## config.mk

```make
export PLATFORM = sky130hd
export DESIGN_NAME = execute
export DESIGN_NICKNAME = d
export VERILOG_FILES = /design/src/hdl/mipsCtrlPkg.sv /design/src/hdl/execute.sv
export SDC_FILE = /design/constraint.sdc
export NUM_CORES = 1
export LEC_CHECK = 0
export ABC_AREA = 1
export BUFFER_PORTS_ARGS = -buffer_cell sky130_fd_sc_hd__buf_4
export CORE_ASPECT_RATIO = 0.9
export CORE_MARGIN = 5
export CORE_UTILIZATION = 53
export DETAILED_ROUTE_END_ITERATION = 10
export PLACE_DENSITY = 0.84
export RECOVER_POWER = 50
export SYNTH_ARGS = -nofsm -noshare
export SYNTH_HDL_FRONTEND = slang
export SYNTH_SLANG_ARGS = --single-unit
```

## constraint.sdc

```tcl
create_clock -name vclk -period 4.28
set_input_delay 0.214 -clock vclk [all_inputs]
set_output_delay 0.214 -clock vclk [all_outputs]
set_load 0.02 [all_outputs]
```

## src/hdl/mipsCtrlPkg.sv

```systemverilog
package mipsCtrlPkg;

    // Next-PC select, bit 1 jump-type, bit 0 branch or register
    localparam logic [1:0] npcSeq    = 2'b00;
    localparam logic [1:0] npcBranch = 2'b01;
    localparam logic [1:0] npcJump   = 2'b10;
    localparam logic [1:0] npcReg    = 2'b11;

    // Immediate extension
    localparam logic [1:0] extZero  = 2'b00;
    localparam logic [1:0] extSign  = 2'b01;
    localparam logic [1:0] extUpper = 2'b10;

    // ALU operation
    localparam logic [3:0] aluAdd = 4'b0000;
    localparam logic [3:0] aluSub = 4'b0001;
    localparam logic [3:0] aluOr  = 4'b0010;

    // Destination register select
    localparam logic [1:0] a3Rd = 2'b00;
    localparam logic [1:0] a3Rt = 2'b01;
    localparam logic [1:0] a3Ra = 2'b10;

    // Write-back data select
    localparam logic [1:0] wdAlu   = 2'b00;
    localparam logic [1:0] wdMem   = 2'b01;
    localparam logic [1:0] wdUpper = 2'b10;
    localparam logic [1:0] wdLink  = 2'b11;

    // ALU B operand
    localparam logic [1:0] bReg = 2'b00;
    localparam logic [1:0] bImm = 2'b01;

    ///////////////////////////////
    // Bundles
    ///////////////////////////////
    typedef struct packed {
        logic [1:0] npcOp;
        logic       regWrite;
        logic [1:0] extOp;
        logic [3:0] aluOp;
        logic       memWrite;
        logic [1:0] regA3Sel;
        logic [1:0] regDataSel;
        logic [1:0] aluBSel;
    } ctrlBundle;

    typedef struct packed {
        logic        valid;
        logic [4:0]  addr;
        logic [31:0] data;
    } regCommit;

    typedef struct packed {
        logic        valid;
        logic [31:0] addr;
        logic [31:0] data;
    } memCommit;

endpackage

```

## src/hdl/execute.sv

```systemverilog
`timescale 1ns/1ps

module execute (
    input  mipsCtrlPkg::ctrlBundle ctrl,
    input  logic [15:0]            imm16,
    input  logic [31:0]            rsData,
    input  logic [31:0]            rtData,
    output logic [31:0]            extImm,
    output logic [31:0]            aluResult,
    output logic                   equal
);

    logic [31:0] aluB;

    ///////////////////////////////
    // Immediate extension
    ///////////////////////////////
    always_comb begin
        case (ctrl.extOp)
            mipsCtrlPkg::extSign: begin
                extImm = {{16{imm16[15]}}, imm16};
            end
            mipsCtrlPkg::extUpper: begin
                extImm = {imm16, 16'd0};
            end
            default: begin
                extImm = {16'd0, imm16};
            end
        endcase
    end

    assign aluB = (ctrl.aluBSel == mipsCtrlPkg::bImm) ? extImm : rtData;

    ///////////////////////////////
    // ALU
    ///////////////////////////////
    always_comb begin
        case (ctrl.aluOp)
            mipsCtrlPkg::aluSub: begin
                aluResult = rsData - aluB;
            end
            mipsCtrlPkg::aluOr: begin
                aluResult = rsData | aluB;
            end
            default: begin
                aluResult = rsData + aluB;
            end
        endcase
    end

    // Branch compare works on the registers, not the ALU
    assign equal = (rsData == rtData);

endmodule

```

==> flow_metrics.tcl, run 1 <==
set metrics [dict create \
    pre_cts_ws_ns -0.0317 \
    crit_buf_inv 5 \
    final.period_utilization_pct 99.4 \
    crit_slowest_cell "ha_2" \
    final-setup-viol-count 0 \
    yosys_warnings 0 \
    yosysTopAreaCell "nand2_1" \
    vias 6452 \
    grt_pass1_wl_mm 28.0 \
    final_util_pct 72.5 \
    first_global_vias 6024 \
    hold_depth 4 \
    antennaDiodeCount 0 \
    cp-start-kind "input pin" \
    seq_area_sq_um 0 \
    fmax_ghz 0.235 \
    maxCapViolCount 0 \
    routed_via_density 6.05 \
    crit_path_end_kind "output port" \
    grt_max_degree 46 \
    cpMostUsedCell "nor2_2" \
    synthMuxAreaShare_pct 0 \
    slew_headroom_pct 51.8 \
    yosys.area_share.simple_pct 45.8 \
    drv_slew 0 \
    min_path_type "in -> out" \
    io_pins 161 \
    drtIter0Drc 773 \
    cp_max_fo 5 \
    synth-compound-area-share_pct 19.1 \
    leakagePower_nw 3.11 \
    ant_nets 0 \
    numPortBuffers 153 \
    peakVddDrop_mv 0.0988 \
    drive_above_1_share_pct 27.1 \
    place_hpwl_mm 14.9 \
    worst-setup-path-type "in -> out" \
    grtUsageTotal_pct 33.1 \
    synth_area_sq_um 4300 \
    gp_congestion 1.06 \
    clock_buffers 0 \
    drc 0 \
    core.rowCount 31 \
    worstPathArrival_ns 4.04 \
    period_needed_ns 4.26 \
    yosys.area.top_type_share_pct 21.3 \
    syn-instance-count 821 \
    wirelength_mm 18.3 \
    die_w_um 105 \
    synth_top_family_by_area "simple AND/OR/NAND/NOR gates" \
    total_power_mw 1.23 \
    nets 1101 \
    synthXorXnorAreaFrac_pct 14.1 \
    status "finished clean" \
    power.density_nw_per_um2 212 \
    area_delta_synth_final_pct 34.8 \
    required_ns 4.07 \
    ys_types 42 \
    drt_pass1_iterations 6 \
    hold_viol 0 \
    wl_per_cell_um 17.1 \
    max_stage_delay_ns 0.38 \
    synth_adder_area_share_pct 10.6 \
    ys_seq_area_share_pct 0 \
    worstMarginPinSlew_ns 0.722 \
    crit_family "simple AND/OR/NAND/NOR gates" \
    syn_area_per_cell_sq_um 5.24 \
    die-area_sq_um 10000 \
    grt-ovfl-total 0 \
    mostFrequentLayoutCell "nand2_1" \
    syn_nets 953 \
    core_area_sq_um 7990 \
    initial_core_util_pct 53.8 \
    setup_slack_ns 0.0241 \
    dieHeight_um 95.5 \
    cp.depth 26 \
    nFlopsAndLatches 0 \
    synthTopCellsByArea "nand2_1 21%, xor2_1 12%, ha_1 10%" \
    final_cell_mix "230 x nand2_1, 157 x buf_4, 80 x inv_1, 79 x nor2_1, 57 x xor2_1" \
    antenna_found_initial 0 \
]
-- final timing paths --
check | slack (ns) | start | end
max | 0.02 | ctrl[11] | aluResult[24]
min | 0.79 | imm16[7] | extImm[7]
-- synth_stat cells (2+ instances only) --
cell type  count
a21oi_1       62
a31oi_1       13
o211ai_1       3
xnor2_1       10
nor4_1         8
or2_2          7
inv_1         82
nand4_1        7
o21ai_2        4
clkbuf_1      11
nand3_1       51
xor2_1        59
nand2_2        9
o21a_1         3
buf_2          7
nor2_1        87
nor2_2        14
nor3_1        24
o21bai_1       2
buf_1          2
nand2_1      244
inv_2          4
buf_4          2
ha_1          35
o21ai_1        6
o21ai_0       47
a21o_1         3
-- routing by layer --
metal	up-vias	share of wire (%)	GRT usage, %
met5	-	0	0
met4	0	5.3	11.7
met3	115	12	7.58
met2	485	44	54.8
met1	2871	39	42.3
li1	2981	-	-
-- logic make-up after synthesis --
logic type | count (synthesis)
simple gates | 458
compound gates | 148
buf+inv | 110
xor+xnor | 69
fa+ha+maj | 36
-- cell type report --
cell class | instances | area (sq um)
Inverter | 86 | 323
Timing Repair Buffer | 170 | 1230
Fill cell | 702 | 2190
Tap cell | 99 | 124
Multi-Input combinational cell | 711 | 4120
-- power by group --
| group | total, mW | switching, mW | internal, mW |
|---|---|---|---|
| Clock | 0 | 0 | 0 |
| Combinational | 1.23 | 0.755 | 0.473 |
| Sequential | 0 | 0 | 0 |
| Total | 1.23 | 0.755 | 0.473 |
-- metrics by stage --
stage | cell area (sq um) | cells | hold WS (ns) | setup TNS (ns)
after CTS | 5520 | 1058 | 0.776 | 0
after floorplan | 4300 | 821 | 0.537 | 0
after detailed placement | 5520 | 1058 | 0.774 | -0.0317
after global routing | 5800 | 1066 | 0.810 | -0.766
after global placement | 5520 | 1058 | 0.769 | 0
final | 5800 | 1066 | 0.788 | 0
-- what timing repair did --
item / in CTS / in global routing
gates resized for setup: 1 / 89
hold buffers: 0 / 0
hold endpoints to repair: 0 / 0
setup buffers: 0 / 8
endpoints found under the setup margin: 1 / 18
pin swaps: 0 / 17
(Power assumes the default switching activity.)
==> inputs of run 2 (changes only) <==
--- a/config.mk
+++ b/config.mk
@@ -9,9 +9,9 @@
 export BUFFER_PORTS_ARGS = -buffer_cell sky130_fd_sc_hd__buf_4
 export CORE_ASPECT_RATIO = 0.9
 export CORE_MARGIN = 5
-export CORE_UTILIZATION = 53
+export CORE_UTILIZATION = 48
 export DETAILED_ROUTE_END_ITERATION = 10
-export PLACE_DENSITY = 0.84
+export PLACE_DENSITY = 0.8
 export RECOVER_POWER = 50
 export SYNTH_ARGS = -nofsm -noshare
 export SYNTH_HDL_FRONTEND = slang
==> constraint.sdc (replaced) <==
create_clock -name vclk -period 3.6
set_input_delay 0.18 -clock vclk [all_inputs]
set_output_delay 0.18 -clock vclk [all_outputs]
set_load 0.02 [all_outputs]
==> flow_metrics.tcl, run 2 (synthesized netlist as in run 1, its figures left out) <==
set metrics [dict create \
    status "finished, violations left" \
    violations "setup timing" \
    setup_slack_ns -0.877 \
    rsz0062_at_grt "true" \
    design_area_sq_um 7940 \
    dpl_cell_area_sq_um 7050 \
    final_cell_mix "347 x buf_4, 202 x nand2_1, 73 x inv_1, 58 x nor2_1, 56 x xor2_1" \
    slew_headroom_pct 42.6 \
    die_w_um 110 \
    final-setup-viol-count 24 \
    mostFrequentLayoutCell "buf_4" \
    crit_family "simple AND/OR/NAND/NOR gates" \
    io_pins 161 \
    clock_buffers 0 \
    routed_via_density 6.35 \
    die-area_sq_um 11000 \
    crit_slowest_cell "ha_1" \
    cpMostUsedCell "nand2_1" \
    seq_area_sq_um 0 \
    nFlopsAndLatches 0 \
    antenna_found_initial 0 \
    crit_buf_inv 5 \
    core.rowCount 32 \
    maxCapViolCount 0 \
    ant_nets 0 \
    hold_viol 0 \
    min_path_type "in -> out" \
    busiest_layer "met2" \
    final_util_pct 91.8 \
    crit_path_end_kind "output port" \
    wl_per_cell_um 21.7 \
    nets 1298 \
    cp-start-kind "input pin" \
    area_delta_synth_final_pct 84.7 \
    worst-setup-path-type "in -> out" \
    grt-ovfl-total 0 \
    required_ns 3.42 \
    grt_pass1_wl_mm 33.9 \
    power.density_nw_per_um2 275 \
    final.period_utilization_pct 124 \
    period_needed_ns 4.48 \
    fmax_ghz 0.223 \
    gr-usage-met3_pct 8.55 \
    wirelength_mm 27.8 \
    drtIter0Drc 1352 \
    gp_congestion 0.982 \
    peakVddDrop_mv 0.331 \
    grtUsageTotal_pct 38.4 \
    worstMarginPinSlew_ns 0.860 \
    hold_buffers 0 \
    core_area_sq_um 8650 \
    antennaDiodeCount 0 \
    grt_max_degree 45 \
    use_met1_pct 50.5 \
    place_hpwl_mm 17.4 \
    initial_core_util_pct 49.7 \
    gr-usage-met2_pct 60.8 \
    drc 0 \
    max_stage_delay_ns 0.44 \
    drt_pass1_iterations 7 \
    dieHeight_um 99.8 \
    numPortBuffers 153 \
    vias 8141 \
    cp_max_fo 5 \
    leakagePower_nw 4.20 \
    drive_above_1_share_pct 49.2 \
    drv_slew 0 \
    worstPathArrival_ns 4.30 \
    first_global_vias 6874 \
]
run 2: routing by layer:
| layer | wire (um) | part of all wire [%] |
|---|---|---|
| met3 | 4270 | 15 |
| met2 | 11600 | 42 |
| met4 | 2650 | 9.5 |
| met5 | 0 | 0 |
| met1 | 9320 | 33 |
run 2: worst paths after layout:
path | startpoint | endpoint | cells past startpoint
worst max-delay path | ctrl[11] | aluResult[28] | 29
worst min-delay path | imm16[7] | extImm[7] | 4
run 2: layout make-up:
type	instances	area [sq um]
fillers	377	707
well taps	119	149
repair buffers	367	2860
inverters	86	328
multi-input cells	711	4610
run 2: stage by stage:
stage	power (mW)	TNS, ns	cells	hold WS [ns]	setup WS (ns)
floorplan	0.874	-0.0567	821	0.469	-0.0512
global placement	1.69	-7.35	1262	0.719	-0.635
detailed placement	1.72	-8.12	1262	0.722	-0.619
CTS	1.80	-2.54	1271	0.724	-0.232
global route	2.27	-15.44	1283	0.775	-0.961
finish	2.18	-12.68	1283	0.743	-0.877
run 2: where the power goes:
part,leakage (nW),internal (mW),switching [mW]
logic,4.20,0.952,1.23
registers,0,0,0
clock network,0,0,0
total,4.20,0.952,1.23
run 2: what timing repair did:
item                       4_1_cts  5_1_grt
resized for setup               59      164
setup buffers                    9       13
setup endpoints to repair       23       23
pin swaps                       20       51
run 2: worst min-delay path, delay by kind of cell:
kind / cells / cell delay (ns)
buf+inv: 3 / 0.34
simple gates: 1 / 0.04
