## config.mk

```make
export PLATFORM = sky130hd
export DESIGN_NAME = nextPc
export DESIGN_NICKNAME = d
export VERILOG_FILES = /design/src/hdl/mipsCtrlPkg.sv /design/src/hdl/mipsIsaPkg.sv /design/src/hdl/nextPc.sv
export SDC_FILE = /design/constraint.sdc
export NUM_CORES = 1
export LEC_CHECK = 0
export BUFFER_PORTS_ARGS = -buffer_cell sky130_fd_sc_hd__buf_4
export CORE_ASPECT_RATIO = 1.25
export CORE_MARGIN = 2
export CORE_UTILIZATION = 40
export DETAILED_ROUTE_END_ITERATION = 10
export PLACE_DENSITY = 0.66
export SKIP_CTS_REPAIR_TIMING = 1
export SLEW_MARGIN = 20
export SYNTH_ARGS = -nofsm -noshare
export SYNTH_HDL_FRONTEND = slang
export SYNTH_SLANG_ARGS = --single-unit
```

## constraint.sdc

```tcl
create_clock -name clk -period 5.4 [get_ports clk]
set_input_delay 0.81 -clock clk [delete_from_list [all_inputs] [get_ports clk]]
set_output_delay 0.81 -clock clk [all_outputs]
set_load 0.01 [all_outputs]
```

## src/hdl/mipsCtrlPkg.sv

```systemverilog
package mipsCtrlPkg;

    // Next-PC select, bit 1 jump-type, bit 0 branch or register
    localparam logic [1:0] npcSeq    = 2'b00;
    localparam logic [1:0] npcBranch = 2'b01;
    localparam logic [1:0] npcJump   = 2'b10;
    localparam logic [1:0] npcReg    = 2'b11;

    // Immediate extension
    localparam logic [1:0] extZero  = 2'b00;
    localparam logic [1:0] extSign  = 2'b01;
    localparam logic [1:0] extUpper = 2'b10;

    // ALU operation
    localparam logic [3:0] aluAdd = 4'b0000;
    localparam logic [3:0] aluSub = 4'b0001;
    localparam logic [3:0] aluOr  = 4'b0010;

    // Destination register select
    localparam logic [1:0] a3Rd = 2'b00;
    localparam logic [1:0] a3Rt = 2'b01;
    localparam logic [1:0] a3Ra = 2'b10;

    // Write-back data select
    localparam logic [1:0] wdAlu   = 2'b00;
    localparam logic [1:0] wdMem   = 2'b01;
    localparam logic [1:0] wdUpper = 2'b10;
    localparam logic [1:0] wdLink  = 2'b11;

    // ALU B operand
    localparam logic [1:0] bReg = 2'b00;
    localparam logic [1:0] bImm = 2'b01;

    ///////////////////////////////
    // Bundles
    ///////////////////////////////
    typedef struct packed {
        logic [1:0] npcOp;
        logic       regWrite;
        logic [1:0] extOp;
        logic [3:0] aluOp;
        logic       memWrite;
        logic [1:0] regA3Sel;
        logic [1:0] regDataSel;
        logic [1:0] aluBSel;
    } ctrlBundle;

    typedef struct packed {
        logic        valid;
        logic [4:0]  addr;
        logic [31:0] data;
    } regCommit;

    typedef struct packed {
        logic        valid;
        logic [31:0] addr;
        logic [31:0] data;
    } memCommit;

endpackage

```

## src/hdl/mipsIsaPkg.sv

```systemverilog
package mipsIsaPkg;

    ///////////////////////////////
    // Opcodes
    ///////////////////////////////
    localparam logic [5:0] opRType = 6'b000000;
    localparam logic [5:0] opBeq   = 6'b000100;
    localparam logic [5:0] opJal   = 6'b000011;
    localparam logic [5:0] opLui   = 6'b001111;
    localparam logic [5:0] opLw    = 6'b100011;
    localparam logic [5:0] opOri   = 6'b001101;
    localparam logic [5:0] opSw    = 6'b101011;

    // Function field of the R-type subset
    localparam logic [5:0] fnAddu = 6'b100001;
    localparam logic [5:0] fnSubu = 6'b100011;
    localparam logic [5:0] fnJr   = 6'b001000;
    localparam logic [5:0] fnNop  = 6'b000000;

    // First fetch address out of reset
    localparam logic [31:0] resetVector = 32'h0000_3000;

    ///////////////////////////////
    // Instruction formats
    ///////////////////////////////
    typedef struct packed {
        logic [5:0] opCode;
        logic [4:0] rs;
        logic [4:0] rt;
        logic [4:0] rd;
        logic [4:0] shamt;
        logic [5:0] func;
    } rFormat;

    typedef struct packed {
        logic [5:0]  opCode;
        logic [4:0]  rs;
        logic [4:0]  rt;
        logic [15:0] imm16;
    } iFormat;

    typedef struct packed {
        logic [5:0]  opCode;
        logic [25:0] index26;
    } jFormat;

    // One fetched word, viewed in whichever format the opcode implies
    typedef union packed {
        rFormat rFmt;
        iFormat iFmt;
        jFormat jFmt;
    } instrWord;

endpackage

```

## src/hdl/nextPc.sv

```systemverilog
`timescale 1ns/1ps

module nextPc (
    input  logic                   clk,
    input  logic                   reset,
    input  mipsCtrlPkg::ctrlBundle ctrl,
    input  mipsIsaPkg::instrWord   instr,
    input  logic                   equal,
    input  logic [31:0]            rsData,
    output logic [31:0]            pc,
    output logic [31:0]            pcPlus4
);

    logic [31:0] branchOffset;
    logic [31:0] branchTarget;
    logic [31:0] jumpTarget;
    logic [31:0] npc;

    assign pcPlus4 = pc + 32'd4;

    // Word offset, sign-extended
    assign branchOffset = {{14{instr.iFmt.imm16[15]}}, instr.iFmt.imm16, 2'b00};
    assign branchTarget = pcPlus4 + branchOffset;

    // Stays inside the current 256 MB region
    assign jumpTarget = {pcPlus4[31:28], instr.jFmt.index26, 2'b00};

    ///////////////////////////////
    // Next address select
    ///////////////////////////////
    always_comb begin
        case (ctrl.npcOp)
            mipsCtrlPkg::npcBranch: begin
                npc = equal ? branchTarget : pcPlus4;
            end
            mipsCtrlPkg::npcJump: begin
                npc = jumpTarget;
            end
            mipsCtrlPkg::npcReg: begin
                npc = rsData;
            end
            default: begin
                npc = pcPlus4;
            end
        endcase
    end

    always_ff @(posedge clk) begin
        if (reset) begin
            pc <= mipsIsaPkg::resetVector;
        end else begin
            pc <= npc;
        end
    end

endmodule

```

==> results of run 1 <==
==> worst register-to-register path, stage by stage, from the launching register on <==
cell and delay (ns):
dfxtp_1 0.39, ha_1 0.23, nand2_1 0.11, or3_1 0.53, or3_4 0.50, nor2_4 0.13, nand2_1 0.08, xnor2_1 0.44
ha_1 0.43, and3_1 0.24, nand2_1 0.08, nor2_1 0.05, a221oi_1 0.30, o21ai_0 0.15, a21oi_1 0.22, mux2i_1 0.25
nor3_1 0.07, nor4_1 0.29
==> kinds of logic after synthesis <==
kind of cell | synth area share
AO/OA/AOI/OAI | 0.269
XOR/XNOR | 0.111
adder cells (fa/ha/maj) | 0.113
buffers and inverters | 0.0462
flip-flops | 0.162
multiplexers | 0.0722
AND/OR/NAND/NOR | 0.227
==> worst paths after layout <==
check / start / endpoint / depth (start not counted)
hold reg to reg: pc[1] / pc[1] / 2
hold / removal: pc[1] / pc[1] / 2
setup reg to reg: pc[2] / pc[31] / 17
setup / recovery: pc[2] / pc[31] / 17
==> per-stage QoR <==
| stage | cell area [sq um] | setup WS, ns | hold WS [ns] | instances |
|---|---|---|---|---|
| finish | 5110 | 0.806 | 0.546 | 762 |
| global route | 5110 | 0.516 | 0.591 | 762 |
| CTS | 5110 | 0.957 | 0.554 | 762 |
| detailed placement | 4950 | 1.01 | 0.540 | 754 |
| global placement | 4950 | 1.02 | 0.523 | 754 |
| floorplan | 3950 | 1.48 | 0.572 | 526 |
==> power groups by stage <==
stage	clock network, uW	registers, uW	logic (uW)
3_5_place_dp	0	288	529
2_1_floorplan	0	293	337
5_1_grt	351	286	587
3_3_place_gp	0	288	522
6_report	338	283	537
4_1_cts	338	283	533
==> cell type report <==
class,count,area share
multi-input combinational,450,0.611
sequential,32,0.125
clock inverter,3,0.00832
timing repair buffer,126,0.185
tap,126,0.0308
clock buffer,5,0.0245
inverter,20,0.0147
==> cell usage after synthesis, types with 2 or more instances <==
master and count:
nor2_1 55, a21oi_1 45, nand2_1 44, ha_1 34, dfxtp_1 32, o21ai_0 31, xnor2_1 31, a21o_1 19
nand3_1 19, xor2_1 19, inv_1 18, clkbuf_1 16, nor2b_1 15, nand2b_1 10, nor3_1 10, mux4_2 9
a211oi_1 8, and3_1 7, a31oi_1 6, mux2i_1 6, nand4_1 6, o21a_1 6, a22oi_1 5, or2_2 5
a211o_1 4, a221oi_1 4, a311oi_1 4, and2_1 4, o221ai_1 4, o22ai_1 4, buf_1 3, nor4_1 3
o31ai_1 3, or3_1 3, a2111oi_0 2, and4_1 2, buf_2 2, buf_4 2, mux2_2 2, o2111ai_1 2
o2bb2ai_1 2, o31a_1 2
==> layer usage <==
| metal | GRT usage | vias to the layer above | share of wire |
|---|---|---|---|
| met1 | 0.299 | 2133 | 0.41 |
| met4 | 0.115 | 0 | 0.040 |
| met3 | 0.0328 | 37 | 0.054 |
| met2 | 0.456 | 157 | 0.50 |
| met5 | 0 | - | 0 |
| li1 | - | 2158 | - |
==> flow_metrics.tcl, run 1 <==
set metrics [dict create \
    status "complete, no violations" \
    synth_edf_count 0 \
    maxCapViolCount 0 \
    clkTransAtPathRegs_ns 0.06 \
    synth_area_leaders "dfxtp_1 (16%), ha_1 (11%), xnor2_1 (6.9%)" \
    power_density_mw_per_mm2 227 \
    fp.dieW_um 92.9 \
    setup.worst_path.class "reg -> reg" \
    yosysWarnings 0 \
    netlist_area_sq_mm 0.00395 \
    top_regs "pc x32" \
    period_share 0.851 \
    finalSetupTns_ns 0 \
    viasPerCell 5.89 \
    cp_data_arrival_time_ns 4.77 \
    ff2ff_setup_slack_ns 0.81 \
    max_slew_margin 0.432 \
    core_sq_mm 0.00961 \
    crit_path_end_kind "register" \
    drt-total-wl_mm 14.0 \
    insertion_delay_ns 0.29 \
    seq_power_share 0.245 \
    final_core_utilization 0.532 \
    synth_fp_nets 644 \
    drtAntennaViolNets 0 \
    grt_pass1_vias 4317 \
    grt_remaining_overflow 0 \
    async_flop_share 0 \
    total_power_uw 1160 \
    diodes 0 \
    yosysUniqueCellTypes 60 \
    synth_seq_cells 32 \
    tightest_slew_ns 0.844 \
    rsz0062_at_grt "no" \
    grt_pass1_wl_mm 21.4 \
    drtIter0Drc 179 \
    layout_commonest_cell "buf_4" \
    cts_max_path_buffers 2 \
    largest_reg_flops 32 \
    final_nets 753 \
    die_h_um 115 \
    cpMostUsedCell "nand2_1" \
    ys.flop_type "dfxtp_1" \
    p_leak_uw 0.00236 \
    cts.htree.levels 2 \
    place.gp.congestion 0.890 \
    skew_ns 0.00819 \
    start_kind "register" \
    clkPwrFrac 0.292 \
    crit_required_ns 5.58 \
    first_pass_iters 4 \
    combPwrFrac 0.463 \
    cts.sinks 32 \
    dpl.hpwl_mm 10.6 \
    crit_path_max_incr_delay_ns 0.53 \
    mostFrequentLayoutCells "buf_4 (126), nor2_1 (55), a21oi_1 (45)" \
    slowest_stage "or3_1" \
    final_max_slew_viol_count 0 \
    start_util 0.411 \
    final-seq-area_sq_um 641 \
    drive_above_1_share 0.241 \
    hold_path_class "reg -> reg" \
    fin_crit_ns 4.59 \
    avgSynthCellArea_sq_um 7.51 \
    multi_input_area_sq_mm 0.00313 \
    critPathBufInv 0 \
    finalSetupViolations 0 \
    root_buffer "clkbuf_16" \
    grt_max_degree 37 \
    top_register "pc" \
    intPower_uw 725 \
    port_buffers 126 \
    synth_top_area_share 0.162 \
    wl_per_cell_um 18.3 \
    syn_inst 526 \
    switchingPower_uw 434 \
    critPathTopFamily "simple AND/OR/NAND/NOR gates" \
    num_io_pins 147 \
    yosysSeqAreaShare 0.162 \
    row_count 40 \
    syn_to_final_growth_pct 29.5 \
    fillers 999 \
    cts_buffers 5 \
    gr-usage-all-layers 0.253 \
    cts_tree "yes" \
    dieArea_sq_mm 0.0107 \
    worstPathCellList "ha_1, nand2_1, or3_1, or3_4, nor2_4, nand2_1, xnor2_1, ha_1, and3_1, nand2_1, nor2_1, a221oi_1, o21ai_0, a21oi_1, mux2i_1, nor3_1, nor4_1" \
    drc 0 \
    vias 4485 \
    cp_max_fo 7 \
    antenna_found_initial 0 \
    p_sw_frac 0.374 \
    timing.fmax_ghz 0.218 \
    vdd_ir_drop_max_v 0.000135 \
    yosysTopAreaCell "dfxtp_1" \
    hold_violations 0 \
]
(Power assumes the default switching activity.)
==> run 2: changes to the inputs <==
Settings changed: RECOVER_POWER from default to 50.
==> flow_metrics.tcl, run 2 (synthesis results as in run 1) <==
set metrics [dict create \
    core_sq_mm 0.00961 \
    p_leak_uw 0.00219 \
    ff2ff_setup_slack_ns 0.83 \
    final_area_sq_mm 0.00495 \
    cts_tree "yes" \
    hold_violations 0 \
    hold_path_class "reg -> reg" \
    crit_required_ns 5.58 \
    insertion_delay_ns 0.28 \
    fin_crit_ns 4.57 \
    cts.htree.levels 2 \
    largest_reg_flops 32 \
    period_share 0.847 \
    status "complete, but fails checks" \
    drt-total-wl_mm 14.0 \
    drive_above_1_share 0.173 \
    total_power_uw 1130 \
    cts_buffers 5 \
    cts.sinks 32 \
    endpoint "pc[31]" \
    vias 4512 \
    cts_max_path_buffers 2 \
    place_area_sq_mm 0.00495 \
    top_regs "pc x32" \
    grt_pass1_wl_mm 21.4 \
    grt_max_degree 37 \
    die_h_um 115 \
    dpl.hpwl_mm 10.6 \
    whs_ns 0.542 \
    timing.fmax_ghz 0.219 \
    final_nets 753 \
    final_max_slew_viol_count 34 \
    drtAntennaViolNets 0 \
    maxCapViolCount 1 \
    vdd_ir_drop_max_v 0.000134 \
    grt_remaining_overflow 0 \
    viasPerCell 5.92 \
    top_register "pc" \
    place.gp.congestion 0.890 \
    reg2regPathDepth 17 \
    finalSetupTns_ns 0 \
    root_buffer "clkbuf_16" \
    crit_path_end_kind "register" \
    gr-usage-all-layers 0.253 \
    row_count 40 \
    cp_data_arrival_time_ns 4.75 \
    diodes 0 \
    fp.dieW_um 92.9 \
    layout_commonest_cell "buf_4" \
    port_buffers 126 \
    first_pass_iters 5 \
    dp.cells 754 \
    antenna_found_initial 0 \
    start_kind "register" \
    max_slew_margin -0.321 \
    wl_per_cell_um 18.3 \
    cp-startpoint "pc[2]" \
    syn_to_final_growth_pct 25.4 \
    reg2reg_to "pc[31]" \
    r2r-start "pc[2]" \
    rsz0062_at_grt "no" \
    finalSetupViolations 0 \
    clkTransAtPathRegs_ns 0.06 \
    drc 0 \
    num_io_pins 147 \
    violations "max-capacitance violations, max-slew violations" \
    skew_ns 0.00781 \
    start_util 0.411 \
    mostFrequentLayoutCells "buf_4 (82), nor2_1 (55), a21oi_1 (45)" \
    drtIter0Drc 207 \
    setup.worst_path.class "reg -> reg" \
    cp_max_fo 7 \
    power_density_mw_per_mm2 229 \
    tightest_slew_ns 1.98 \
    dieArea_sq_mm 0.0107 \
    layout.cells.non_filler 762 \
    grt_pass1_vias 4317 \
]
[run 2: cell count changes in the layout (fill, tap and decap cells not counted)]
cell	delta
clkbuf_4	+1
clkbuf_1	+43
buf_4	-44
[run 2: where the power goes]
part | internal [uW] | leakage [uW] | switching [uW]
combinational | 228 | 0.00185 | 286
clock | 217 | 0.0000798 | 120
sequential | 258 | 0.000265 | 25.1
total | 703 | 0.00219 | 431
[run 2: worst min path at each step]
stage | from | endpoint | slack (ns) | depth (start not counted)
after floorplan | pc[0] | pc[0] | 0.57 | 2
after global placement | pc[1] | pc[1] | 0.52 | 2
after detailed placement | pc[1] | pc[1] | 0.54 | 2
after CTS | pc[1] | pc[1] | 0.55 | 2
after global routing | pc[1] | pc[1] | 0.59 | 2
final | pc[1] | pc[1] | 0.54 | 2
[run 2: area by class of cell]
class | count | area, sq um
clock inverters | 3 | 42.5
fillers | 1037 | 4660
multi-input cells | 450 | 3130
inverters | 20 | 75.1
flip-flops and latches | 32 | 641
well taps | 126 | 158
clock buffers | 5 | 125
repair buffers | 126 | 785
[run 2: layer usage]
metal / wire, um / vias to the layer above / GRT usage / share of wire
met2: 6920 / 161 / 0.456 / 0.50
met1: 5660 / 2159 / 0.299 / 0.41
met4: 569 / 0 / 0.115 / 0.041
li1: - / 2153 / - / -
met5: 0 / - / 0 / 0
met3: 802 / 39 / 0.0328 / 0.057
[run 2: metrics by stage]
step            util  setup WS (ns)
2_1_floorplan      -           1.48
3_3_place_gp   0.515           1.02
3_5_place_dp   0.515           1.01
4_1_cts        0.532          0.957
5_1_grt        0.515          0.518
6_report       0.515          0.826
[run 2: worst max-delay path: stages, from the launching register on]
cell	delay (ns)
dfxtp_1	0.39
ha_1	0.23
nand2_1	0.11
or3_1	0.53
or3_4	0.50
nor2_4	0.13
nand2_1	0.08
xnor2_1	0.42
ha_1	0.42
and3_1	0.24
nand2_1	0.08
nor2_1	0.05
a221oi_1	0.30
o21ai_0	0.15
a21oi_1	0.23
mux2i_1	0.25
nor3_1	0.07
nor4_1	0.29
