--- src/hdl/mipsCtrlPkg.sv ---
package mipsCtrlPkg;

    // Next-PC select, bit 1 jump-type, bit 0 branch or register
    localparam logic [1:0] npcSeq    = 2'b00;
    localparam logic [1:0] npcBranch = 2'b01;
    localparam logic [1:0] npcJump   = 2'b10;
    localparam logic [1:0] npcReg    = 2'b11;

    // Immediate extension
    localparam logic [1:0] extZero  = 2'b00;
    localparam logic [1:0] extSign  = 2'b01;
    localparam logic [1:0] extUpper = 2'b10;

    // ALU operation
    localparam logic [3:0] aluAdd = 4'b0000;
    localparam logic [3:0] aluSub = 4'b0001;
    localparam logic [3:0] aluOr  = 4'b0010;

    // Destination register select
    localparam logic [1:0] a3Rd = 2'b00;
    localparam logic [1:0] a3Rt = 2'b01;
    localparam logic [1:0] a3Ra = 2'b10;

    // Write-back data select
    localparam logic [1:0] wdAlu   = 2'b00;
    localparam logic [1:0] wdMem   = 2'b01;
    localparam logic [1:0] wdUpper = 2'b10;
    localparam logic [1:0] wdLink  = 2'b11;

    // ALU B operand
    localparam logic [1:0] bReg = 2'b00;
    localparam logic [1:0] bImm = 2'b01;

    ///////////////////////////////
    // Bundles
    ///////////////////////////////
    typedef struct packed {
        logic [1:0] npcOp;
        logic       regWrite;
        logic [1:0] extOp;
        logic [3:0] aluOp;
        logic       memWrite;
        logic [1:0] regA3Sel;
        logic [1:0] regDataSel;
        logic [1:0] aluBSel;
    } ctrlBundle;

    typedef struct packed {
        logic        valid;
        logic [4:0]  addr;
        logic [31:0] data;
    } regCommit;

    typedef struct packed {
        logic        valid;
        logic [31:0] addr;
        logic [31:0] data;
    } memCommit;

endpackage

--- src/hdl/mipsIsaPkg.sv ---
package mipsIsaPkg;

    ///////////////////////////////
    // Opcodes
    ///////////////////////////////
    localparam logic [5:0] opRType = 6'b000000;
    localparam logic [5:0] opBeq   = 6'b000100;
    localparam logic [5:0] opJal   = 6'b000011;
    localparam logic [5:0] opLui   = 6'b001111;
    localparam logic [5:0] opLw    = 6'b100011;
    localparam logic [5:0] opOri   = 6'b001101;
    localparam logic [5:0] opSw    = 6'b101011;

    // Function field of the R-type subset
    localparam logic [5:0] fnAddu = 6'b100001;
    localparam logic [5:0] fnSubu = 6'b100011;
    localparam logic [5:0] fnJr   = 6'b001000;
    localparam logic [5:0] fnNop  = 6'b000000;

    // First fetch address out of reset
    localparam logic [31:0] resetVector = 32'h0000_3000;

    ///////////////////////////////
    // Instruction formats
    ///////////////////////////////
    typedef struct packed {
        logic [5:0] opCode;
        logic [4:0] rs;
        logic [4:0] rt;
        logic [4:0] rd;
        logic [4:0] shamt;
        logic [5:0] func;
    } rFormat;

    typedef struct packed {
        logic [5:0]  opCode;
        logic [4:0]  rs;
        logic [4:0]  rt;
        logic [15:0] imm16;
    } iFormat;

    typedef struct packed {
        logic [5:0]  opCode;
        logic [25:0] index26;
    } jFormat;

    // One fetched word, viewed in whichever format the opcode implies
    typedef union packed {
        rFormat rFmt;
        iFormat iFmt;
        jFormat jFmt;
    } instrWord;

endpackage

--- src/hdl/control.sv ---
`timescale 1ns/1ps

module control (
    input  mipsIsaPkg::instrWord   instr,
    output mipsCtrlPkg::ctrlBundle ctrl
);

    logic [5:0] opCode;
    logic [5:0] func;
    logic       rType;
    logic       addu, subu, jr;
    logic       beq, jal, lui, lw, ori, sw;
    mipsCtrlPkg::ctrlBundle decoded;

    assign opCode = instr.rFmt.opCode;
    assign func   = instr.rFmt.func;

    ///////////////////////////////
    // One flag per instruction
    ///////////////////////////////
    assign rType = (opCode == mipsIsaPkg::opRType);
    assign addu  = rType && (func == mipsIsaPkg::fnAddu);
    assign subu  = rType && (func == mipsIsaPkg::fnSubu);
    assign jr    = rType && (func == mipsIsaPkg::fnJr);
    assign beq   = (opCode == mipsIsaPkg::opBeq);
    assign jal   = (opCode == mipsIsaPkg::opJal);
    assign lui   = (opCode == mipsIsaPkg::opLui);
    assign lw    = (opCode == mipsIsaPkg::opLw);
    assign ori   = (opCode == mipsIsaPkg::opOri);
    assign sw    = (opCode == mipsIsaPkg::opSw);

    // Each field is an OR of the flags that need it
    always_comb begin
        decoded               = '0;
        decoded.npcOp[1]      = jal || jr;
        decoded.npcOp[0]      = beq || jr;
        decoded.regWrite      = addu || subu || ori || lw || lui || jal;
        decoded.extOp[1]      = lui;
        decoded.extOp[0]      = lw || sw;
        decoded.aluOp[1]      = ori;
        decoded.aluOp[0]      = subu;
        decoded.memWrite      = sw;
        decoded.regA3Sel[1]   = jal;
        decoded.regA3Sel[0]   = ori || lw || lui;
        decoded.regDataSel[1] = jal || lui;
        decoded.regDataSel[0] = lw || jal;
        decoded.aluBSel[0]    = ori || lw || sw;
    end

    // Anything outside the subset raises no flag and retires as nop
    assign ctrl = decoded;

endmodule

--- config.mk ---
export PLATFORM = sky130hd
export DESIGN_NAME = control
export DESIGN_NICKNAME = d
export VERILOG_FILES = /design/src/hdl/mipsCtrlPkg.sv /design/src/hdl/mipsIsaPkg.sv /design/src/hdl/control.sv
export SDC_FILE = /design/constraint.sdc
export NUM_CORES = 1
export LEC_CHECK = 0
export BUFFER_PORTS_ARGS = -buffer_cell sky130_fd_sc_hd__buf_2
export CORE_AREA = 2 2 39 41
export DETAILED_ROUTE_END_ITERATION = 8
export DIE_AREA = 0 0 41 43
export PLACE_DENSITY = 0.78
export SLEW_MARGIN = 5
export SYNTH_ARGS = -nofsm -noshare
export SYNTH_HDL_FRONTEND = slang
export SYNTH_SLANG_ARGS = --single-unit
--- constraint.sdc ---
create_clock -name vclk -period 1.5
set_input_delay 0.15 -clock vclk [all_inputs]
set_output_delay 0.15 -clock vclk [all_outputs]
set_load 0.005 [all_outputs]
==> results.json, run 1 <==
{
  "status": "finished clean",
  "portBuffers": 25,
  "power_density_nw_per_um2": 189.5,
  "syn_area_per_cell_sq_um": 6.555,
  "rsz0062_at_grt": "true",
  "hp-start": "instr[1]",
  "dr.pass1.iters": 2,
  "die_h_microns": 43,
  "arrival_ns": 1.32,
  "viasPerCell": 4.453,
  "post-route-period-util_pct": 98.06,
  "crit_fanout": 2,
  "grt_overflow": 0,
  "num_vias": 383,
  "pin_count": 48,
  "place.gp.congestion": 0.8077,
  "routed_wl_microns": 899,
  "hold_viol_final": 0,
  "fmax_mhz": 679.8,
  "grt_max_degree": 9,
  "hold_buffers": 0,
  "nFillCells": 152,
  "crit_type": "in2out",
  "power.leakage_uw": 0.0002307,
  "drt_iter0_markers": 7,
  "antenna_found_initial": 0,
  "crit_slowest_cell": "or4_4",
  "post-route-drc-count": 0,
  "design.final.nets": 104,
  "cts_setup_buffers": 0,
  "place_hpwl_microns": 782.1,
  "coreArea_sq_um": 1384,
  "seq_area_sq_um": 0,
  "grt_pass1_vias": 348,
  "slew_violations": 0,
  "worst_setup_path_start_kind": "input port",
  "path_delay_family": "simple AND/OR/NAND/NOR gates",
  "critical_path.n_buffers_inverters": 2,
  "drive_gt1_share_pct": 51.43,
  "period_minus_slack_ns": 1.471,
  "crit_path_end_kind": "output port",
  "area_growth_pct": 50.21,
  "track_usage_pct": 10.29,
  "multi_input_area_sq_um": 242.7,
  "ant_nets": 0,
  "critical_path_required_ns": 1.35,
  "synth_area_sq_um": 301.5,
  "cp_cell_sequence": "buf_6 -> or4_4 -> nor4_4 -> o21bai_1 -> buf_2",
  "synth_seq_area_share_pct": 0,
  "final-setup-viol-count": 0,
  "rows": 14,
  "vdd_drop_max_uv": 59.93,
  "hold_ws_ns": 0.5928,
  "finalWorstSetupSlack_ns": 0.02905,
  "start_util_pct": 21.79,
  "synth_cells": 46,
  "n_antenna_cell": 0,
  "min_path_type": "in2out",
  "dieWidth_microns": 41,
  "place_ws_ns": -0.004776,
  "wl_per_cell_microns": 10.45,
  "max_cap_viol_count": 0,
  "grt_pass1_wl_mm": 1.373,
  "seq_cells": 0,
  "crit_path_start": "instr[29]",
  "die_area_sq_um": 1763,
  "n_clock_buffer": 0,
  "ys_types": 22,
  "cpPeakStageDelay_ns": 0.55,
  "yosys_warnings": 0
}
-- layout by cell type (no fill, tap or decap), drive strengths merged --
cell type,netlist,layout
a21oi,3,3
or4b,1,1
buf,10,32
xor2,1,1
nor3,2,2
nor4,4,4
nor4b,2,2
nand3,2,2
or4,1,1
or2b,1,1
nand3b,1,1
o21bai,1,1
nand2b,1,1
and2,2,2
nor2,6,6
conb,1,3
nand2,5,5
o22a,1,1
a21boi,1,1
-- routing by layer --
| layer | global-route usage, % | wire length [microns] | vias up |
|---|---|---|---|
| met5 | 0 | 0 | - |
| met4 | 0 | 0 | 0 |
| met3 | 1.047 | 61 | 0 |
| met2 | 17.81 | 464 | 10 |
| met1 | 13.92 | 372 | 169 |
| li1 | - | - | 204 |
-- logic make-up (layout without fill, tap and decap cells) --
group                     after synthesis  after routing  synth area share [%]
buffers and inverters                  10             32                 26.14
other                                   1              3                 1.244
xor gates and xnor gates                1              1                 2.905
AOI/OAI and AO/OA                       6              6                 12.86
and+or+nand+nor                        28             28                 56.85
-- what timing repair did --
item / in CTS / in global routing
endpoints found under the setup margin: 1 / 2
resized for setup: 1 / 3
pin swaps: 1 / 3
-- metrics by stage --
stage          total power, uW  util [%]  area (sq um)  setup TNS, ns  instances
4_1_cts                  80.69     31.19         431.7              0         86
3_3_place_gp             76.83     30.92         427.9      -0.006587         86
3_5_place_dp             79.60     30.92         427.9      -0.004776         86
2_1_floorplan            43.73         -         309.0              0         48
6_report                 85.83     32.73         452.9              0         86
5_1_grt                  94.39     32.73         452.9       -0.03969         86
-- final timing paths --
path / end / slack (ns) / cells after the start
max: ctrl[13] / 0.03 / 5
min: ctrl[7] / 0.59 / 3
-- power by group --
part	internal, uW	switching [uW]
Combinational	42.5	43.3
Clock	0	0
Sequential	0	0
-- area by class of cell --
type,instances,area share [%]
repair buffers,32,41.99
well taps,16,4.420
multi-input cells,38,53.59
-- cell usage after synthesis, types with 2 or more instances --
library cell  count  area [sq um]
a21oi_1           3         15.01
and2_1            2         12.51
buf_4             9         67.56
nand2_1           5         18.77
nand3_1           2         10.01
nor2_1            6         22.52
nor3_1            2         10.01
nor4_1            3         18.77
(Power assumes the default switching activity.)
==> run 2, diff against run 1 <==
--- a/config.mk
+++ b/config.mk
@@ -9,8 +9,7 @@
 export CORE_AREA = 2 2 39 41
 export DETAILED_ROUTE_END_ITERATION = 8
 export DIE_AREA = 0 0 41 43
-export PLACE_DENSITY = 0.78
-export SLEW_MARGIN = 5
+export PLACE_DENSITY = 0.8
 export SYNTH_ARGS = -nofsm -noshare
 export SYNTH_HDL_FRONTEND = slang
 export SYNTH_SLANG_ARGS = --single-unit
==> constraint.sdc (replaced) <==
create_clock -name vclk -period 1.23
set_input_delay 0.123 -clock vclk [all_inputs]
set_output_delay 0.123 -clock vclk [all_outputs]
set_load 0.005 [all_outputs]
==> results.json, run 2 (synthesis gave the netlist of run 1 again) <==
{
  "dr.pass1.iters": 2,
  "power_density_nw_per_um2": 235.0,
  "die_h_microns": 43,
  "grt_pass1_vias": 330,
  "final_common_cell": "buf_2",
  "hold_ws_ns": 0.5665,
  "vdd_drop_max_uv": 68.29,
  "tns_ns": -0.4478,
  "grt_overflow": 0,
  "hold_viol_final": 0,
  "track_usage_pct": 10.09,
  "pin_count": 48,
  "arrival_ns": 1.32,
  "start_util_pct": 21.79,
  "min_path_type": "in2out",
  "violations": "setup timing",
  "wl_per_cell_microns": 10.16,
  "design.final.nets": 107,
  "die_area_sq_um": 1763,
  "num_vias": 398,
  "fmax_mhz": 692.7,
  "crit_fanout": 2,
  "worst_setup_path_start_kind": "input port",
  "mostFrequentLayoutCells": "buf_2, buf_4, nor2_1, nand2_1",
  "n_clock_buffer": 0,
  "n_antenna_cell": 0,
  "drive_gt1_share_pct": 56.16,
  "max_cap_viol_count": 0,
  "antenna_found_initial": 0,
  "crit_type": "in2out",
  "dieWidth_microns": 41,
  "area_growth_pct": 63.07,
  "period_minus_slack_ns": 1.444,
  "crit_path_end_kind": "output port",
  "place_hpwl_microns": 770.7,
  "power.leakage_uw": 0.0002482,
  "critical_path_required_ns": 1.11,
  "drt_iter0_markers": 2,
  "seq_area_sq_um": 0,
  "coreArea_sq_um": 1384,
  "seq_cells": 0,
  "power_uw": 115.5,
  "ant_nets": 0,
  "rows": 14,
  "post-route-drc-count": 0,
  "grt_pass1_wl_mm": 1.331,
  "grt_max_degree": 9,
  "place.gp.congestion": 0.7827,
  "rsz0062_at_grt": "true",
  "finalWorstSetupSlack_ns": -0.2136,
  "crit_slowest_cell": "or4_4",
  "viasPerCell": 4.472,
  "portBuffers": 25,
  "final-setup-viol-count": 4,
  "routed_wl_microns": 904,
  "place_ws_ns": -0.2573,
  "slew_violations": 0,
  "cp_cell_sequence": "buf_6 -> or4_4 -> nor4_4 -> o21bai_1 -> buf_2",
  "design_area_sq_um": 491.7,
  "status": "finished, violations left",
  "cpPeakStageDelay_ns": 0.55,
  "dpl_cell_area_sq_um": 442.9,
  "post-route-period-util_pct": 117.4
}
[run 2: cell types whose count changed in the layout (fill, tap and decap cells not counted), sizes merged]
cell,delta
buf,+3
[run 2: final cells by class]
class                           count  area, sq um
Multi-Input combinational cell     38        252.7
Tap cell                           16        20.02
Timing Repair Buffer               35        219.0
Fill cell                         157        892.1
[run 2: metal layers]
layer	track usage, %	share of wire, %	vias to the layer above
met5	0	0	-
met4	0	0	0
met3	0	4.8	0
met2	17.50	49	10
met1	14.24	46	180
li1	-	-	208
[run 2: path summary, 6_finish.rpt]
path	from	to	slack [ns]	cells after the start
worst min-delay path	instr[1]	ctrl[7]	0.57	3
worst max-delay path	instr[29]	ctrl[13]	-0.21	5
[run 2: timing repair]
item                       in CTS  in global routing
setup endpoints to repair       4                  5
resized for setup               5                  2
buffers inserted                1                  0
pin swaps                       3                  1
hold buffers                    0                  0
[run 2: through the flow]
| step | std cells | utilization, % |
|---|---|---|
| after detailed placement | 88 | 32.01 |
| after CTS | 89 | 34.81 |
| final | 89 | 35.53 |
| after global placement | 88 | 32.01 |
| after floorplan | 48 | - |
| after global routing | 89 | 35.53 |
[run 2: worst max-delay path, delay by kind of cell]
family	cells	cell delay [ns]
AO/OA/AOI/OAI	1	0.15
AND/OR/NAND/NOR	2	0.83
buffers and inverters	2	0.22
[run 2: power breakdown]
group / switching [uW] / internal, uW
logic: 55.1 / 60.4
registers: 0 / 0
clock network: 0 / 0
total: 55.1 / 60.4
==> run 3, diff against run 2 <==
--- a/config.mk
+++ b/config.mk
@@ -13,3 +13,4 @@
 export SYNTH_ARGS = -nofsm -noshare
 export SYNTH_HDL_FRONTEND = slang
 export SYNTH_SLANG_ARGS = --single-unit
+export TNS_END_PERCENT = 50
==> results.json, run 3 (synthesis gave the netlist of run 1 again) <==
{
  "antenna_found_initial": 0,
  "grt_overflow": 0,
  "violations": "setup timing",
  "arrival_ns": 1.33,
  "mostFrequentLayoutCells": "buf_2, buf_4, nor2_1, nand2_1",
  "area_growth_pct": 63.07,
  "final_common_cell": "buf_2",
  "ant_nets": 0,
  "place.gp.congestion": 0.7774,
  "track_usage_pct": 10.49,
  "drt_iter0_markers": 1,
  "rsz0062_at_grt": "true",
  "rows": 14,
  "power.leakage_uw": 0.0002482,
  "n_antenna_cell": 0,
  "max_cap_viol_count": 0,
  "power_density_nw_per_um2": 233.8,
  "hold_buffers": 0,
  "final_core_util_pct": 35.53,
  "final-setup-viol-count": 4,
  "crit_path_start": "instr[29]",
  "wl_per_cell_microns": 10.07,
  "hold_viol_final": 0,
  "num_vias": 393,
  "drive_gt1_share_pct": 56.16,
  "post-route-drc-count": 0,
  "status": "finished, violations left",
  "hp-start": "instr[1]",
  "tns_ns": -0.4420,
  "seq_cells": 0,
  "viasPerCell": 4.416,
  "grt_pass1_wl_mm": 1.400,
  "worst_setup_path_start_kind": "input port",
  "crit_slowest_cell": "or4_4",
  "crit_path_end_kind": "output port",
  "fmax_mhz": 690.5,
  "grt_pass1_vias": 336,
  "post-route-period-util_pct": 117.7,
  "pin_count": 48,
  "cp_cell_sequence": "buf_6 -> or4_4 -> nor4_4 -> o21bai_1 -> buf_2",
  "dr.pass1.iters": 2,
  "place_hpwl_microns": 775.9,
  "slew_violations": 0,
  "hold_depth": 3,
  "design.final.nets": 107,
  "coreArea_sq_um": 1384,
  "die_area_sq_um": 1763,
  "place_ws_ns": -0.2387,
  "grt_max_degree": 9,
  "n_clock_buffer": 0,
  "die_h_microns": 43,
  "routed_wl_microns": 896,
  "cpPeakStageDelay_ns": 0.55,
  "portBuffers": 25,
  "finalWorstSetupSlack_ns": -0.2182,
  "seq_area_sq_um": 0,
  "start_util_pct": 21.79,
  "min_path_type": "in2out",
  "crit_fanout": 2,
  "vdd_drop_max_uv": 69.30,
  "crit_type": "in2out",
  "period_minus_slack_ns": 1.448,
  "critical_path_required_ns": 1.11,
  "dieWidth_microns": 41
}
run 3: cell counts in the layout (fill, tap and decap cells not counted):
No cell type changed its count.
run 3: stage by stage:
step           std cells  instance area, sq um  hold WS (ns)  total power [uW]
2_1_floorplan         48                 309.0        0.2731             53.32
3_3_place_gp          88                 442.9        0.5306             98.76
3_5_place_dp          88                 442.9        0.5384             101.2
4_1_cts               89                 481.7        0.5401             112.8
5_1_grt               89                 491.7        0.5683             126.7
6_report              89                 491.7        0.5574             115.0
run 3: timing repair:
item	CTS	global route
cloned	0	0
endpoints found under the setup margin	4	5
setup buffers	1	0
resized for setup	5	2
pin swaps	3	2
run 3: critical path: cells and delay by family:
family / cells / cell delay, ns
AND/OR/NAND/NOR: 2 / 0.82
buffers and inverters: 2 / 0.22
AO/OA/AOI/OAI: 1 / 0.15
run 3: final timing paths:
kind	to
worst max-delay path	ctrl[13]
worst min-delay path	ctrl[7]
run 3: layer usage:
| layer | vias up | wire [microns] | GRT usage (%) |
|---|---|---|---|
| li1 | 209 | - | - |
| met1 | 173 | 359 | 14.56 |
| met2 | 11 | 469 | 17.81 |
| met3 | 0 | 66 | 1.047 |
| met4 | 0 | 0 | 0 |
| met5 | - | 0 | 0 |
run 3: final cells by class:
| type | count | area, sq um |
|---|---|---|
| Tap cell | 16 | 20.02 |
| Fill cell | 155 | 892.1 |
| Multi-Input combinational cell | 38 | 252.7 |
| Timing Repair Buffer | 35 | 219.0 |
run 3: power breakdown:
| part | switching (uW) | internal, uW | leakage, uW | total, uW |
|---|---|---|---|---|
| Combinational | 54.6 | 60.4 | 0.000248 | 115 |
| Clock | 0 | 0 | 0 | 0 |
| Sequential | 0 | 0 | 0 | 0 |
| Total | 54.6 | 60.4 | 0.000248 | 115 |
